<file path="config.mk">
export PLATFORM = sky130hd
export DESIGN_NAME = riscv_alu_pipelined
export DESIGN_NICKNAME = d
export VERILOG_FILES = /design/src/rtl/alu_isa_pkg.sv /design/src/rtl/alu_cfg_pkg.sv /design/src/rtl/riscv_32i_alu.sv /design/src/rtl/riscv_32m_div.sv /design/src/rtl/riscv_32m_alu.sv /design/src/rtl/riscv_alu_pipelined.sv
export SDC_FILE = /design/constraint.sdc
export NUM_CORES = 2
export LEC_CHECK = 0
export ABC_AREA = 1
export BUFFER_PORTS_ARGS = -buffer_cell sky130_fd_sc_hd__buf_4
export CAP_MARGIN = 25
export CORE_ASPECT_RATIO = 0.5
export CORE_MARGIN = 1.5
export CORE_UTILIZATION = 63
export CTS_BUF_LIST = sky130_fd_sc_hd__clkbuf_16
export CTS_CLUSTER_DIAMETER = 120
export DETAILED_ROUTE_END_ITERATION = 7
export PLACE_DENSITY = 0.89
export REMOVE_ABC_BUFFERS = 1
export SLEW_MARGIN = 20
export SYNTH_ARGS = -nofsm -noshare
export SYNTH_HDL_FRONTEND = slang
export SYNTH_HIERARCHICAL = 1
export SYNTH_SLANG_ARGS = --single-unit
</file>
<file path="constraint.sdc">
create_clock -name clock_div_i -period 16.95 [get_ports clock_div_i]
set_clock_uncertainty 0.15 [all_clocks]
set_input_delay 0.8475 -clock clock_div_i [delete_from_list [all_inputs] [get_ports clock_div_i]]
set_output_delay 0.8475 -clock clock_div_i [all_outputs]
set_load 0.02 [all_outputs]
</file>
<file path="src/rtl/alu_isa_pkg.sv">
package alu_isa_pkg;

	// one-hot operation class, driven by the decode stage
	localparam logic [15:0] ENCODING_LUI       = 16'h0001;
	localparam logic [15:0] ENCODING_AUIPC     = 16'h0002;
	localparam logic [15:0] ENCODING_ARITH_IMM = 16'h0010;
	localparam logic [15:0] ENCODING_ARITH_REG = 16'h0020;

	// rv32i func3
	localparam logic [2:0] FUNC3_ADD  = 3'b000;  // add / sub
	localparam logic [2:0] FUNC3_SLL  = 3'b001;
	localparam logic [2:0] FUNC3_SLT  = 3'b010;
	localparam logic [2:0] FUNC3_SLTU = 3'b011;
	localparam logic [2:0] FUNC3_XOR  = 3'b100;
	localparam logic [2:0] FUNC3_SR   = 3'b101;  // srl / sra
	localparam logic [2:0] FUNC3_OR   = 3'b110;
	localparam logic [2:0] FUNC3_AND  = 3'b111;

	// rv32m func3
	localparam logic [2:0] FUNC3_MUL    = 3'b000;
	localparam logic [2:0] FUNC3_MULH   = 3'b001;
	localparam logic [2:0] FUNC3_MULHSU = 3'b010;
	localparam logic [2:0] FUNC3_MULHU  = 3'b011;
	localparam logic [2:0] FUNC3_DIV    = 3'b100;
	localparam logic [2:0] FUNC3_DIVU   = 3'b101;
	localparam logic [2:0] FUNC3_REM    = 3'b110;
	localparam logic [2:0] FUNC3_REMU   = 3'b111;

	// func7 field values
	localparam logic [6:0] RV32M_FUNC7 = 7'b0000001;  // marks mul/div ops
	localparam logic [6:0] FUNC7_ALT   = 7'b0100000;  // sub, sra

endpackage

</file>
<file path="src/rtl/alu_cfg_pkg.sv">
package alu_cfg_pkg;

	// datapath width
	localparam int XLEN    = 32;
	localparam int SHAMT_W = $clog2(XLEN);  // shift amount bits

	// register stages behind the multiplier array
	localparam int MUL_STAGES = 2;

	// one quotient bit per iteration
	localparam int DIV_ITER  = 32;
	localparam int DIV_CNT_W = $clog2(DIV_ITER);

endpackage

</file>
<file path="src/rtl/riscv_32i_alu.sv">
`timescale 1ns/10ps

module riscv_32i_alu (
	input  logic [alu_cfg_pkg::XLEN-1:0] in0_i,       // rs1
	input  logic [alu_cfg_pkg::XLEN-1:0] in1_i,       // rs2
	input  logic [alu_cfg_pkg::XLEN-1:0] imm0_i,      // immediate, already extended
	input  logic [alu_cfg_pkg::XLEN-1:0] addr_i,      // pc for auipc
	input  logic [15:0]                  encoding_i,
	input  logic [2:0]                   func3_i,
	input  logic [6:0]                   func7_i,
	output logic [alu_cfg_pkg::XLEN-1:0] out_o
);

	logic                            is_reg;
	logic                            alt;
	logic [alu_cfg_pkg::XLEN-1:0]    op_b;
	logic [alu_cfg_pkg::SHAMT_W-1:0] shamt;
	logic                            lt_s;
	logic                            lt_u;

	assign is_reg = (encoding_i == alu_isa_pkg::ENCODING_ARITH_REG);
	assign alt    = (func7_i == alu_isa_pkg::FUNC7_ALT);
	assign op_b   = is_reg ? in1_i : imm0_i;  // second operand
	assign shamt  = op_b[alu_cfg_pkg::SHAMT_W-1:0];
	assign lt_s   = $signed(in0_i) < $signed(op_b);
	assign lt_u   = in0_i < op_b;

	always_comb begin
		out_o = '0;
		case (encoding_i)
			alu_isa_pkg::ENCODING_LUI: begin
				out_o = imm0_i;  // upper immediate arrives pre-shifted
			end
			alu_isa_pkg::ENCODING_AUIPC: begin
				out_o = addr_i + imm0_i;
			end
			alu_isa_pkg::ENCODING_ARITH_REG,
			alu_isa_pkg::ENCODING_ARITH_IMM: begin
				case (func3_i)
					alu_isa_pkg::FUNC3_ADD: begin
						// addi has no subtract form
						if (is_reg && alt) begin
							out_o = in0_i - op_b;
						end else begin
							out_o = in0_i + op_b;
						end
					end
					alu_isa_pkg::FUNC3_SLL: out_o = in0_i << shamt;
					alu_isa_pkg::FUNC3_SLT: out_o = {{(alu_cfg_pkg::XLEN-1){1'b0}}, lt_s};
					alu_isa_pkg::FUNC3_SLTU: out_o = {{(alu_cfg_pkg::XLEN-1){1'b0}}, lt_u};
					alu_isa_pkg::FUNC3_XOR: out_o = in0_i ^ op_b;
					alu_isa_pkg::FUNC3_SR: begin
						if (alt) begin
							out_o = $signed(in0_i) >>> shamt;  // sra / srai
						end else begin
							out_o = in0_i >> shamt;
						end
					end
					alu_isa_pkg::FUNC3_OR: out_o = in0_i | op_b;
					alu_isa_pkg::FUNC3_AND: out_o = in0_i & op_b;
					default: out_o = '0;
				endcase
			end
			default: out_o = '0;  // not an alu class
		endcase
	end

endmodule

</file>
<file path="src/rtl/riscv_32m_div.sv">
`timescale 1ns/10ps

module riscv_32m_div (
	input  logic                         clock_div_i,
	input  logic                         rst_n_i,
	input  logic                         start_i,      // one cycle pulse
	input  logic [alu_cfg_pkg::XLEN-1:0] dividend_i,
	input  logic [alu_cfg_pkg::XLEN-1:0] divisor_i,
	output logic                         done_o,
	output logic [alu_cfg_pkg::XLEN-1:0] quotient_o,
	output logic [alu_cfg_pkg::XLEN-1:0] remainder_o
);

	logic                              busy_q;
	logic                              done_q;
	logic [alu_cfg_pkg::DIV_CNT_W-1:0] cnt_q;
	logic [alu_cfg_pkg::XLEN-1:0]      quo_q;   // dividend shifts out, quotient in
	logic [alu_cfg_pkg::XLEN-1:0]      rem_q;
	logic [alu_cfg_pkg::XLEN-1:0]      dvs_q;
	logic [alu_cfg_pkg::XLEN:0]        partial;
	logic [alu_cfg_pkg::XLEN:0]        diff;
	logic                              fits;
	logic                              last_iter;

	// next partial remainder and trial subtract
	assign partial   = {rem_q, quo_q[alu_cfg_pkg::XLEN-1]};
	assign diff      = partial - {1'b0, dvs_q};
	assign fits      = ~diff[alu_cfg_pkg::XLEN];  // no borrow
	assign last_iter = (cnt_q == alu_cfg_pkg::DIV_CNT_W'(alu_cfg_pkg::DIV_ITER - 1));

	// control state
	always_ff @(posedge clock_div_i) begin
		if (!rst_n_i) begin
			busy_q <= 1'b0;
			done_q <= 1'b0;
			cnt_q  <= '0;
		end else begin
			done_q <= 1'b0;
			if (start_i) begin
				busy_q <= 1'b1;
				cnt_q  <= '0;
			end else if (busy_q) begin
				cnt_q <= cnt_q + 1'b1;
				if (last_iter) begin
					busy_q <= 1'b0;
					done_q <= 1'b1;
				end
			end
		end
	end

	// datapath, one quotient bit per cycle
	always_ff @(posedge clock_div_i) begin
		if (start_i) begin
			quo_q <= dividend_i;
			rem_q <= '0;
			dvs_q <= divisor_i;
		end else if (busy_q) begin
			if (fits) begin
				rem_q <= diff[alu_cfg_pkg::XLEN-1:0];
			end else begin
				rem_q <= partial[alu_cfg_pkg::XLEN-1:0];
			end
			quo_q <= {quo_q[alu_cfg_pkg::XLEN-2:0], fits};
		end
	end

	// divide by zero needs no special case, every trial fits
	assign done_o      = done_q;
	assign quotient_o  = quo_q;
	assign remainder_o = rem_q;

endmodule

</file>
<file path="src/rtl/riscv_32m_alu.sv">
`timescale 1ns/10ps

module riscv_32m_alu #(
	parameter int MUL_STAGES = alu_cfg_pkg::MUL_STAGES
) (
	input  logic                         clock_div_i,
	input  logic                         rst_n_i,
	input  logic                         start_i,
	input  logic [alu_cfg_pkg::XLEN-1:0] in0_i,     // held stable until done
	input  logic [alu_cfg_pkg::XLEN-1:0] in1_i,
	input  logic [2:0]                   func3_i,
	output logic                         done_o,
	output logic [alu_cfg_pkg::XLEN-1:0] result_o
);

	logic                                is_div;
	logic                                a_sgn;
	logic                                b_sgn;
	logic signed [alu_cfg_pkg::XLEN:0]   a_ext;
	logic signed [alu_cfg_pkg::XLEN:0]   b_ext;
	logic signed [2*alu_cfg_pkg::XLEN+1:0] prod_full;
	logic [2*alu_cfg_pkg::XLEN-1:0]      prod_q [MUL_STAGES];
	logic [MUL_STAGES-1:0]               mul_vld_q;
	logic [alu_cfg_pkg::XLEN-1:0]        mul_res;
	logic                                div_signed;
	logic                                a_neg;
	logic                                b_neg;
	logic                                div_zero;
	logic [alu_cfg_pkg::XLEN-1:0]        a_mag;
	logic [alu_cfg_pkg::XLEN-1:0]        b_mag;
	logic                                div_done;
	logic [alu_cfg_pkg::XLEN-1:0]        quo;
	logic [alu_cfg_pkg::XLEN-1:0]        rem;
	logic [alu_cfg_pkg::XLEN-1:0]        div_res;

	assign is_div = func3_i[2];

	// operand signedness per func3, extended by one bit
	assign a_sgn     = (func3_i == alu_isa_pkg::FUNC3_MULH) | (func3_i == alu_isa_pkg::FUNC3_MULHSU);
	assign b_sgn     = (func3_i == alu_isa_pkg::FUNC3_MULH);
	assign a_ext     = {a_sgn & in0_i[alu_cfg_pkg::XLEN-1], in0_i};
	assign b_ext     = {b_sgn & in1_i[alu_cfg_pkg::XLEN-1], in1_i};
	assign prod_full = a_ext * b_ext;

	always_ff @(posedge clock_div_i) begin
		prod_q[0] <= prod_full[2*alu_cfg_pkg::XLEN-1:0];
		for (int i = 1; i < MUL_STAGES; i++) begin
			prod_q[i] <= prod_q[i-1];
		end
	end

	always_ff @(posedge clock_div_i) begin
		if (!rst_n_i) begin
			mul_vld_q <= '0;
		end else begin
			mul_vld_q[0] <= start_i & ~is_div;
			for (int i = 1; i < MUL_STAGES; i++) begin
				mul_vld_q[i] <= mul_vld_q[i-1];
			end
		end
	end

	assign mul_res = (func3_i == alu_isa_pkg::FUNC3_MUL) ?
		prod_q[MUL_STAGES-1][alu_cfg_pkg::XLEN-1:0] :
		prod_q[MUL_STAGES-1][2*alu_cfg_pkg::XLEN-1:alu_cfg_pkg::XLEN];  // high word

	// divider works on magnitudes
	assign div_signed = (func3_i == alu_isa_pkg::FUNC3_DIV) | (func3_i == alu_isa_pkg::FUNC3_REM);
	assign a_neg      = div_signed & in0_i[alu_cfg_pkg::XLEN-1];
	assign b_neg      = div_signed & in1_i[alu_cfg_pkg::XLEN-1];
	assign div_zero   = (in1_i == '0);
	assign a_mag      = a_neg ? -in0_i : in0_i;
	assign b_mag      = b_neg ? -in1_i : in1_i;

	riscv_32m_div div0 (
		.clock_div_i (clock_div_i),
		.rst_n_i     (rst_n_i),
		.start_i     (start_i & is_div),
		.dividend_i  (a_mag),
		.divisor_i   (b_mag),
		.done_o      (div_done),
		.quotient_o  (quo),
		.remainder_o (rem)
	);

	// min / -1 wraps back to the dividend with these rules
	always_comb begin
		if (func3_i[1]) begin
			div_res = a_neg ? -rem : rem;  // remainder takes dividend sign
		end else if ((a_neg ^ b_neg) && !div_zero) begin
			div_res = -quo;
		end else begin
			div_res = quo;  // all ones on x/0
		end
	end

	assign done_o   = mul_vld_q[MUL_STAGES-1] | div_done;
	assign result_o = is_div ? div_res : mul_res;

endmodule

</file>
<file path="src/rtl/riscv_alu_pipelined.sv">
`timescale 1ns/10ps

module riscv_alu_pipelined #(
	parameter int RV32M = 1
) (
	input  logic                         clock_div_i,
	input  logic                         rst_n_i,
	input  logic                         in_valid_i,
	input  logic                         out_ready_i,
	input  logic [alu_cfg_pkg::XLEN-1:0] in0_i,
	input  logic [alu_cfg_pkg::XLEN-1:0] in1_i,
	input  logic [alu_cfg_pkg::XLEN-1:0] imm0_i,
	input  logic [alu_cfg_pkg::XLEN-1:0] addr_i,
	input  logic [15:0]                  encoding_i,
	input  logic [2:0]                   func3_i,
	input  logic [6:0]                   func7_i,
	output logic                         in_ready_o,
	output logic                         out_valid_o,
	output logic [alu_cfg_pkg::XLEN-1:0] result_o
);

	logic                         busy_q;    // operation in a unit
	logic                         full_q;    // result waiting for consumer
	logic                         start_q;
	logic                         accept;
	logic                         is_m_op;
	logic                         is_m_q;
	logic                         finish;
	logic [alu_cfg_pkg::XLEN-1:0] in0_q;
	logic [alu_cfg_pkg::XLEN-1:0] in1_q;
	logic [alu_cfg_pkg::XLEN-1:0] imm0_q;
	logic [alu_cfg_pkg::XLEN-1:0] addr_q;
	logic [15:0]                  enc_q;
	logic [2:0]                   func3_q;
	logic [6:0]                   func7_q;
	logic [alu_cfg_pkg::XLEN-1:0] i_result;
	logic [alu_cfg_pkg::XLEN-1:0] m_result;
	logic                         m_done;
	logic [alu_cfg_pkg::XLEN-1:0] result_q;

	assign in_ready_o = ~busy_q & ~full_q;
	assign accept     = in_valid_i & in_ready_o;
	assign is_m_op    = (RV32M != 0) && (encoding_i == alu_isa_pkg::ENCODING_ARITH_REG) &&
		(func7_i == alu_isa_pkg::RV32M_FUNC7);
	assign finish     = busy_q & (~is_m_q | m_done);  // i ops finish in one cycle

	always_ff @(posedge clock_div_i) begin
		if (!rst_n_i) begin
			busy_q  <= 1'b0;
			full_q  <= 1'b0;
			start_q <= 1'b0;
		end else begin
			start_q <= accept & is_m_op;
			if (accept) begin
				busy_q <= 1'b1;
			end else if (finish) begin
				busy_q <= 1'b0;
				full_q <= 1'b1;
			end else if (full_q && out_ready_i) begin
				full_q <= 1'b0;
			end
		end
	end

	always_ff @(posedge clock_div_i) begin
		if (accept) begin
			in0_q   <= in0_i;
			in1_q   <= in1_i;
			imm0_q  <= imm0_i;
			addr_q  <= addr_i;
			enc_q   <= encoding_i;
			func3_q <= func3_i;
			func7_q <= func7_i;
			is_m_q  <= is_m_op;
		end
		if (finish) begin
			result_q <= is_m_q ? m_result : i_result;
		end
	end

	riscv_32i_alu alu_i0 (
		.in0_i      (in0_q),
		.in1_i      (in1_q),
		.imm0_i     (imm0_q),
		.addr_i     (addr_q),
		.encoding_i (enc_q),
		.func3_i    (func3_q),
		.func7_i    (func7_q),
		.out_o      (i_result)
	);

	generate
		if (RV32M != 0) begin : g_m
			riscv_32m_alu alu_m0 (
				.clock_div_i (clock_div_i),
				.rst_n_i     (rst_n_i),
				.start_i     (start_q),
				.in0_i       (in0_q),
				.in1_i       (in1_q),
				.func3_i     (func3_q),
				.done_o      (m_done),
				.result_o    (m_result)
			);
		end else begin : g_no_m
			assign m_done   = 1'b0;  // m ops decode as rv32i
			assign m_result = '0;
		end
	endgenerate

	assign out_valid_o = full_q;
	assign result_o    = result_q;

endmodule

</file>
### Yosys cells after proc, flatten, opt, wreduce, memory -nomap -nowiden

Memories as Yosys holds them, arrays and structs flattened.
Index checks and enable logic that the tools add are counted.

* register bits: 295
* memory bits (writable): 128
* logic and storage cells: 114
* memories kept: 1

* $add $sub $neg: 9
* multipliers: 1
* $lt $le $gt $ge: 2
* eq/ne operators: 15
* shift operators: 3
* multiplexer cells: 24
* bitwise operators: 26
* reduce and logical (&&, ||, !) cells: 14

Memory list
* g_m.alu_m0.prod_q: words 2, bits a word 64, read ports 2, clocked after memory_dff 0, wr ports 2, RTL line riscv_32m_alu.sv:22 `logic [2*alu_cfg_pkg::XLEN-1:0] prod_q [MUL_STAGES];`

Operator list (count)
* $mux 32: 14
* $pmux 32 s8: 1
* $neg 32->32: 4
* $pmux 32 s3: 1
* $add 32x32->32: 2
* $lt 32x32->1: 2
* $mul 33x33->64: 1
* $sub 33x32->33: 1
* $and 32x32->32: 1
* $eq 16x6->1 const B: 2
* $logic_not 32->1: 1
* $or 32x32->32: 1
* $shl 32x5->32: 1
* $shr 32x5->32: 1
* $sshr 32x5->32: 1
* $sub 32x32->32: 1
* $xor 32x32->32: 1
* $eq 16x1->1 const B: 1
* $eq 16x2->1 const B: 1
* $eq 16x5->1 const B: 1
* $eq 3x3->1 const B: 4
* $and 1x1->1: 10
* $mux 1: 8
* $not 1->1: 8
* 15 further kinds: 25

### Depth between registers and ports, before layout

* depth in word-level cells: 9
* depth in mapped cells: 35

### Cells and area by module

The synthesis kept the hierarchy.

Modules (own cells, without submodules)
* riscv_32m_alu: instances 1, cells each 6322, area an instance 47664.5 um^2
* riscv_32i_alu: instances 1, cells each 2435, area an instance 12037.8 um^2
* riscv_32m_div: instances 1, cells each 1021, area an instance 6984.2 um^2
* riscv_alu_pipelined: instances 1, cells each 263, area an instance 6366.1 um^2

### Worst setup path after synthesis

Ideal clock, no wire load.

* kind: input to register
* from: input port in_valid_i
* to: register addr_q[0] (netlist name), enable pin
* library setup time: 894 ps
* arrival time: 11958 ps
* data required time: 15906 ps
* setup slack: 3948 ps
* cell stages on the path: 1
* path buffers: 0
* cells stage by stage: nor3b_1

* word-level cells in the longest chain between the ends: 1

RTL lines
* from (decl): RTL line riscv_alu_pipelined.sv:8 `input logic in_valid_i,`
* $and 1x1->1: RTL line riscv_alu_pipelined.sv:42 `assign accept = in_valid_i & in_ready_o;`
* to (signal assigned): RTL line riscv_alu_pipelined.sv:70 `addr_q <= addr_i;`
* to (decl): RTL line riscv_alu_pipelined.sv:32 `logic [alu_cfg_pkg::XLEN-1:0] addr_q;`

No other way between the ends.
A chain may end at the register's enable or synchronous reset.

==> impl_metrics.env <==
export IMPL_clock_latency_ns=0.67
export IMPL_synth_cell_types=72
export IMPL_grt_pass1_wl_um=415600
export IMPL_post_dp_hpwl_um=218600
export IMPL_ios=192
export IMPL_layout_commonest_cell="nand2_1"
export IMPL_die_h_um=243.8
export IMPL_vias_per_cell=5.917
export IMPL_syn_area_per_cell_um2=7.275
export IMPL_worstMarginPinSlew_ns=1.023
export IMPL_setup_tns_ns=0
export IMPL_num_rows=88
export IMPL_drt_antenna_violating_nets=0
export IMPL_grt_pass1_vias=69306
export IMPL_synth_top_cell_area_share=0.3091
export IMPL_grt_max_degree=80
export IMPL_cts_resized=0
export IMPL_synth_ff_type="edfxtp_1"
export IMPL_dieArea_um2=118100
export IMPL_wl_um=278700
export IMPL_cpPeakStageDelay_ns=0.86
export IMPL_overflow=0
export IMPL_cts_tree="yes"
export IMPL_crit_type="flop to flop"
export IMPL_initial_utilization=0.6343
export IMPL_synthArstFlopShare=0
export IMPL_wl_per_cell_um=24.17
export IMPL_fin_crit_sh=0.5941
export IMPL_grt_use_total=0.4730
export IMPL_path_clk_slew_ns=0.09
export IMPL_nets=11618
export IMPL_final_max_slew_viol_count=0
export IMPL_cpMaxStageDelayCell="fa_1"
export IMPL_core_um2=115200
export IMPL_dr_first_iter_drc_count=8551
export IMPL_syn_area_um2=73050
export IMPL_rsz0062_at_grt="no"
export IMPL_cts_post_setup_buffers_inserted=0
export IMPL_relSlewSlack=0.3166
export IMPL_gp_congestion=1.078
export IMPL_num_vias=68226
export IMPL_clock_sinks=423
export IMPL_die_x_um=484.6
export IMPL_htreeDepth=2
export IMPL_area_growth_pct=5.224
export IMPL_place_area_um2=75390
export IMPL_report_final_setup_viol=0
export IMPL_mostFrequentLayoutCells="2928 x nand2_1, 2333 x inv_1, 1128 x fa_1"
export IMPL_cts_root_buf="clkbuf_16"
export IMPL_holdCritPathClass="flop to flop"
export IMPL_violations="design-rule violations"
export IMPL_drv_cap=0
export IMPL_drive_gt1_frac=0.05392
export IMPL_ys_warn_count=6
export IMPL_critPathRequiredTime_ns=17.37
export IMPL_finalHoldViolations=0
export IMPL_clockBufferDepth=3
export IMPL_drc=6
export IMPL_ys_seq_area_frac=0.1503
export IMPL_min_period_ns=10.07
export IMPL_synth_seq_cells=423
export IMPL_cp_end_kind="flop"
export IMPL_synth_top_cells_by_area="fa_1 31%, nand2_1 15%, inv_1 12%, edfxtp_1 10%, ha_1 6.4%"
export IMPL_synth_edf_count=251
export IMPL_startpoint_type="flop"
export IMPL_cp_arrival_ns=10.49
export IMPL_cts_made_buffers=43
export IMPL_placedCellCount=11446
export IMPL_max_freq_mhz=99.31
export IMPL_fin_hold_ws_ns=0.1777
export IMPL_synth_top_area_cell="fa_1"
export IMPL_cp_max_fo=40
export IMPL_cpMostUsedCell="fa_1"
export IMPL_numPortBuffers=191
export IMPL_final_cells=11531
export IMPL_fin_area_um2=76870
export IMPL_cts_hold_buf=0
export IMPL_antenna_found_initial=15
export IMPL_syn_inst=10041
export IMPL_drt_pass1_iterations=8
export IMPL_status="finished with violations"
## synth_stat cells (10+ instances only)
cell type / n
o21ai_1: 58
buf_4: 10
or2_2: 13
o31ai_1: 10
inv_1: 2331
nand3_1: 555
ha_1: 371
fa_1: 1128
nand2_2: 39
a221oi_1: 10
o22ai_1: 10
buf_1: 91
nor3_1: 52
mux2_4: 29
buf_6: 10
xnor2_1: 35
o21a_1: 12
o211ai_1: 28
nand3b_1: 13
clkbuf_1: 250
a211oi_1: 12
dfxtp_1: 172
a21oi_1: 317
nand2_1: 2928
a31oi_1: 21
edfxtp_1: 251
o21bai_1: 30
buf_2: 56
inv_2: 20
nand4_1: 61
nor2_1: 593
nor4_1: 15
o21ai_0: 277
xor2_1: 105
## routing by layer
metal | wire, µm | up-vias | global-route usage
li1 | - | 29787 | -
met1 | 101300 | 32119 | 0.6034
met2 | 115600 | 4961 | 0.6944
met3 | 41680 | 1339 | 0.1711
met4 | 19990 | 20 | 0.2751
met5 | 180 | - | 0.005233
## worst max-delay path: cells and delay by family, from the launching register on
kind | cells | cell delay, ns
flip-flops | 1 | 0.33
adder cells (fa/ha/maj) | 9 | 5.15
buffers and inverters | 10 | 2.41
AND/OR/NAND/NOR | 11 | 1.90
## through the flow
| stage | setup slack (ns) | utilization |
|---|---|---|
| after floorplan | 3.948 | - |
| after global placement | 7.252 | 0.6544 |
| after detailed placement | 7.012 | 0.6546 |
| after CTS | 6.996 | 0.6673 |
| after global routing | 6.338 | 0.6673 |
| final | 6.880 | 0.6674 |
## flip-flops by register name, summed over array words and instances, names as in the netlist
name	count
imm0_q	32
g_m.alu_m0/div0/cnt_q	5
g_m.alu_m0/div0/dvs_q	32
g_m.alu_m0/div0/busy_q	1
addr_q	32
g_m.alu_m0/mul_vld_q	2
func3_q	3
enc_q	16
is_m_q	1
out_valid_o	1
result_o	32
in1_q	32
g_m.alu_m0/prod_q	128
in0_q	32
start_q	1
busy_q	1
g_m.alu_m0/div0/remainder_o	32
func7_q	7
g_m.alu_m0/div0/done_o	1
g_m.alu_m0/div0/quotient_o	32
## cells by family (layout without fill, tap and decap cells)
family                   count (synthesis)  count (layout)  share of synthesized area
AO/OA/AOI/OAI                          838             838                    0.06448
XOR/XNOR                               140             140                    0.01678
adder cells (fa/ha/maj)               1499            1499                     0.3727
buffers and inverters                 2777            2732                     0.1463
flip-flops                             423             423                     0.1503
multiplexers                            35              35                   0.006834
other                                    0               5                          0
AND/OR/NAND/NOR                       4329            4329                     0.2426
## cell type report
cell class	count	area (µm²)
diodes	5	12.51
clock inverters	36	369.1
flip-flops and latches	423	10980
multi-input cells	6841	51410
fillers	9501	38300
inverters	2355	8840
repair buffers	297	2237
well taps	1530	1914
clock buffers	44	1101
## worst paths after layout
check                                    from                               end  slack [ns]  cells past startpoint
max                      func3_q[2]$_DFFE_PP_  g_m.alu_m0/prod_q[0][62]$_DFF_P_        6.88                     30
min          g_m.alu_m0/prod_q[0][19]$_DFF_P_  g_m.alu_m0/prod_q[0][83]$_DFF_P_        0.18                      0
max reg2reg              func3_q[2]$_DFFE_PP_  g_m.alu_m0/prod_q[0][62]$_DFF_P_        6.88                     30
min reg2reg  g_m.alu_m0/prod_q[0][19]$_DFF_P_  g_m.alu_m0/prod_q[0][83]$_DFF_P_        0.18                      0
Power is not shown: default switching activity piles up to over one toggle a cycle in this logic, so the estimate is an artifact.
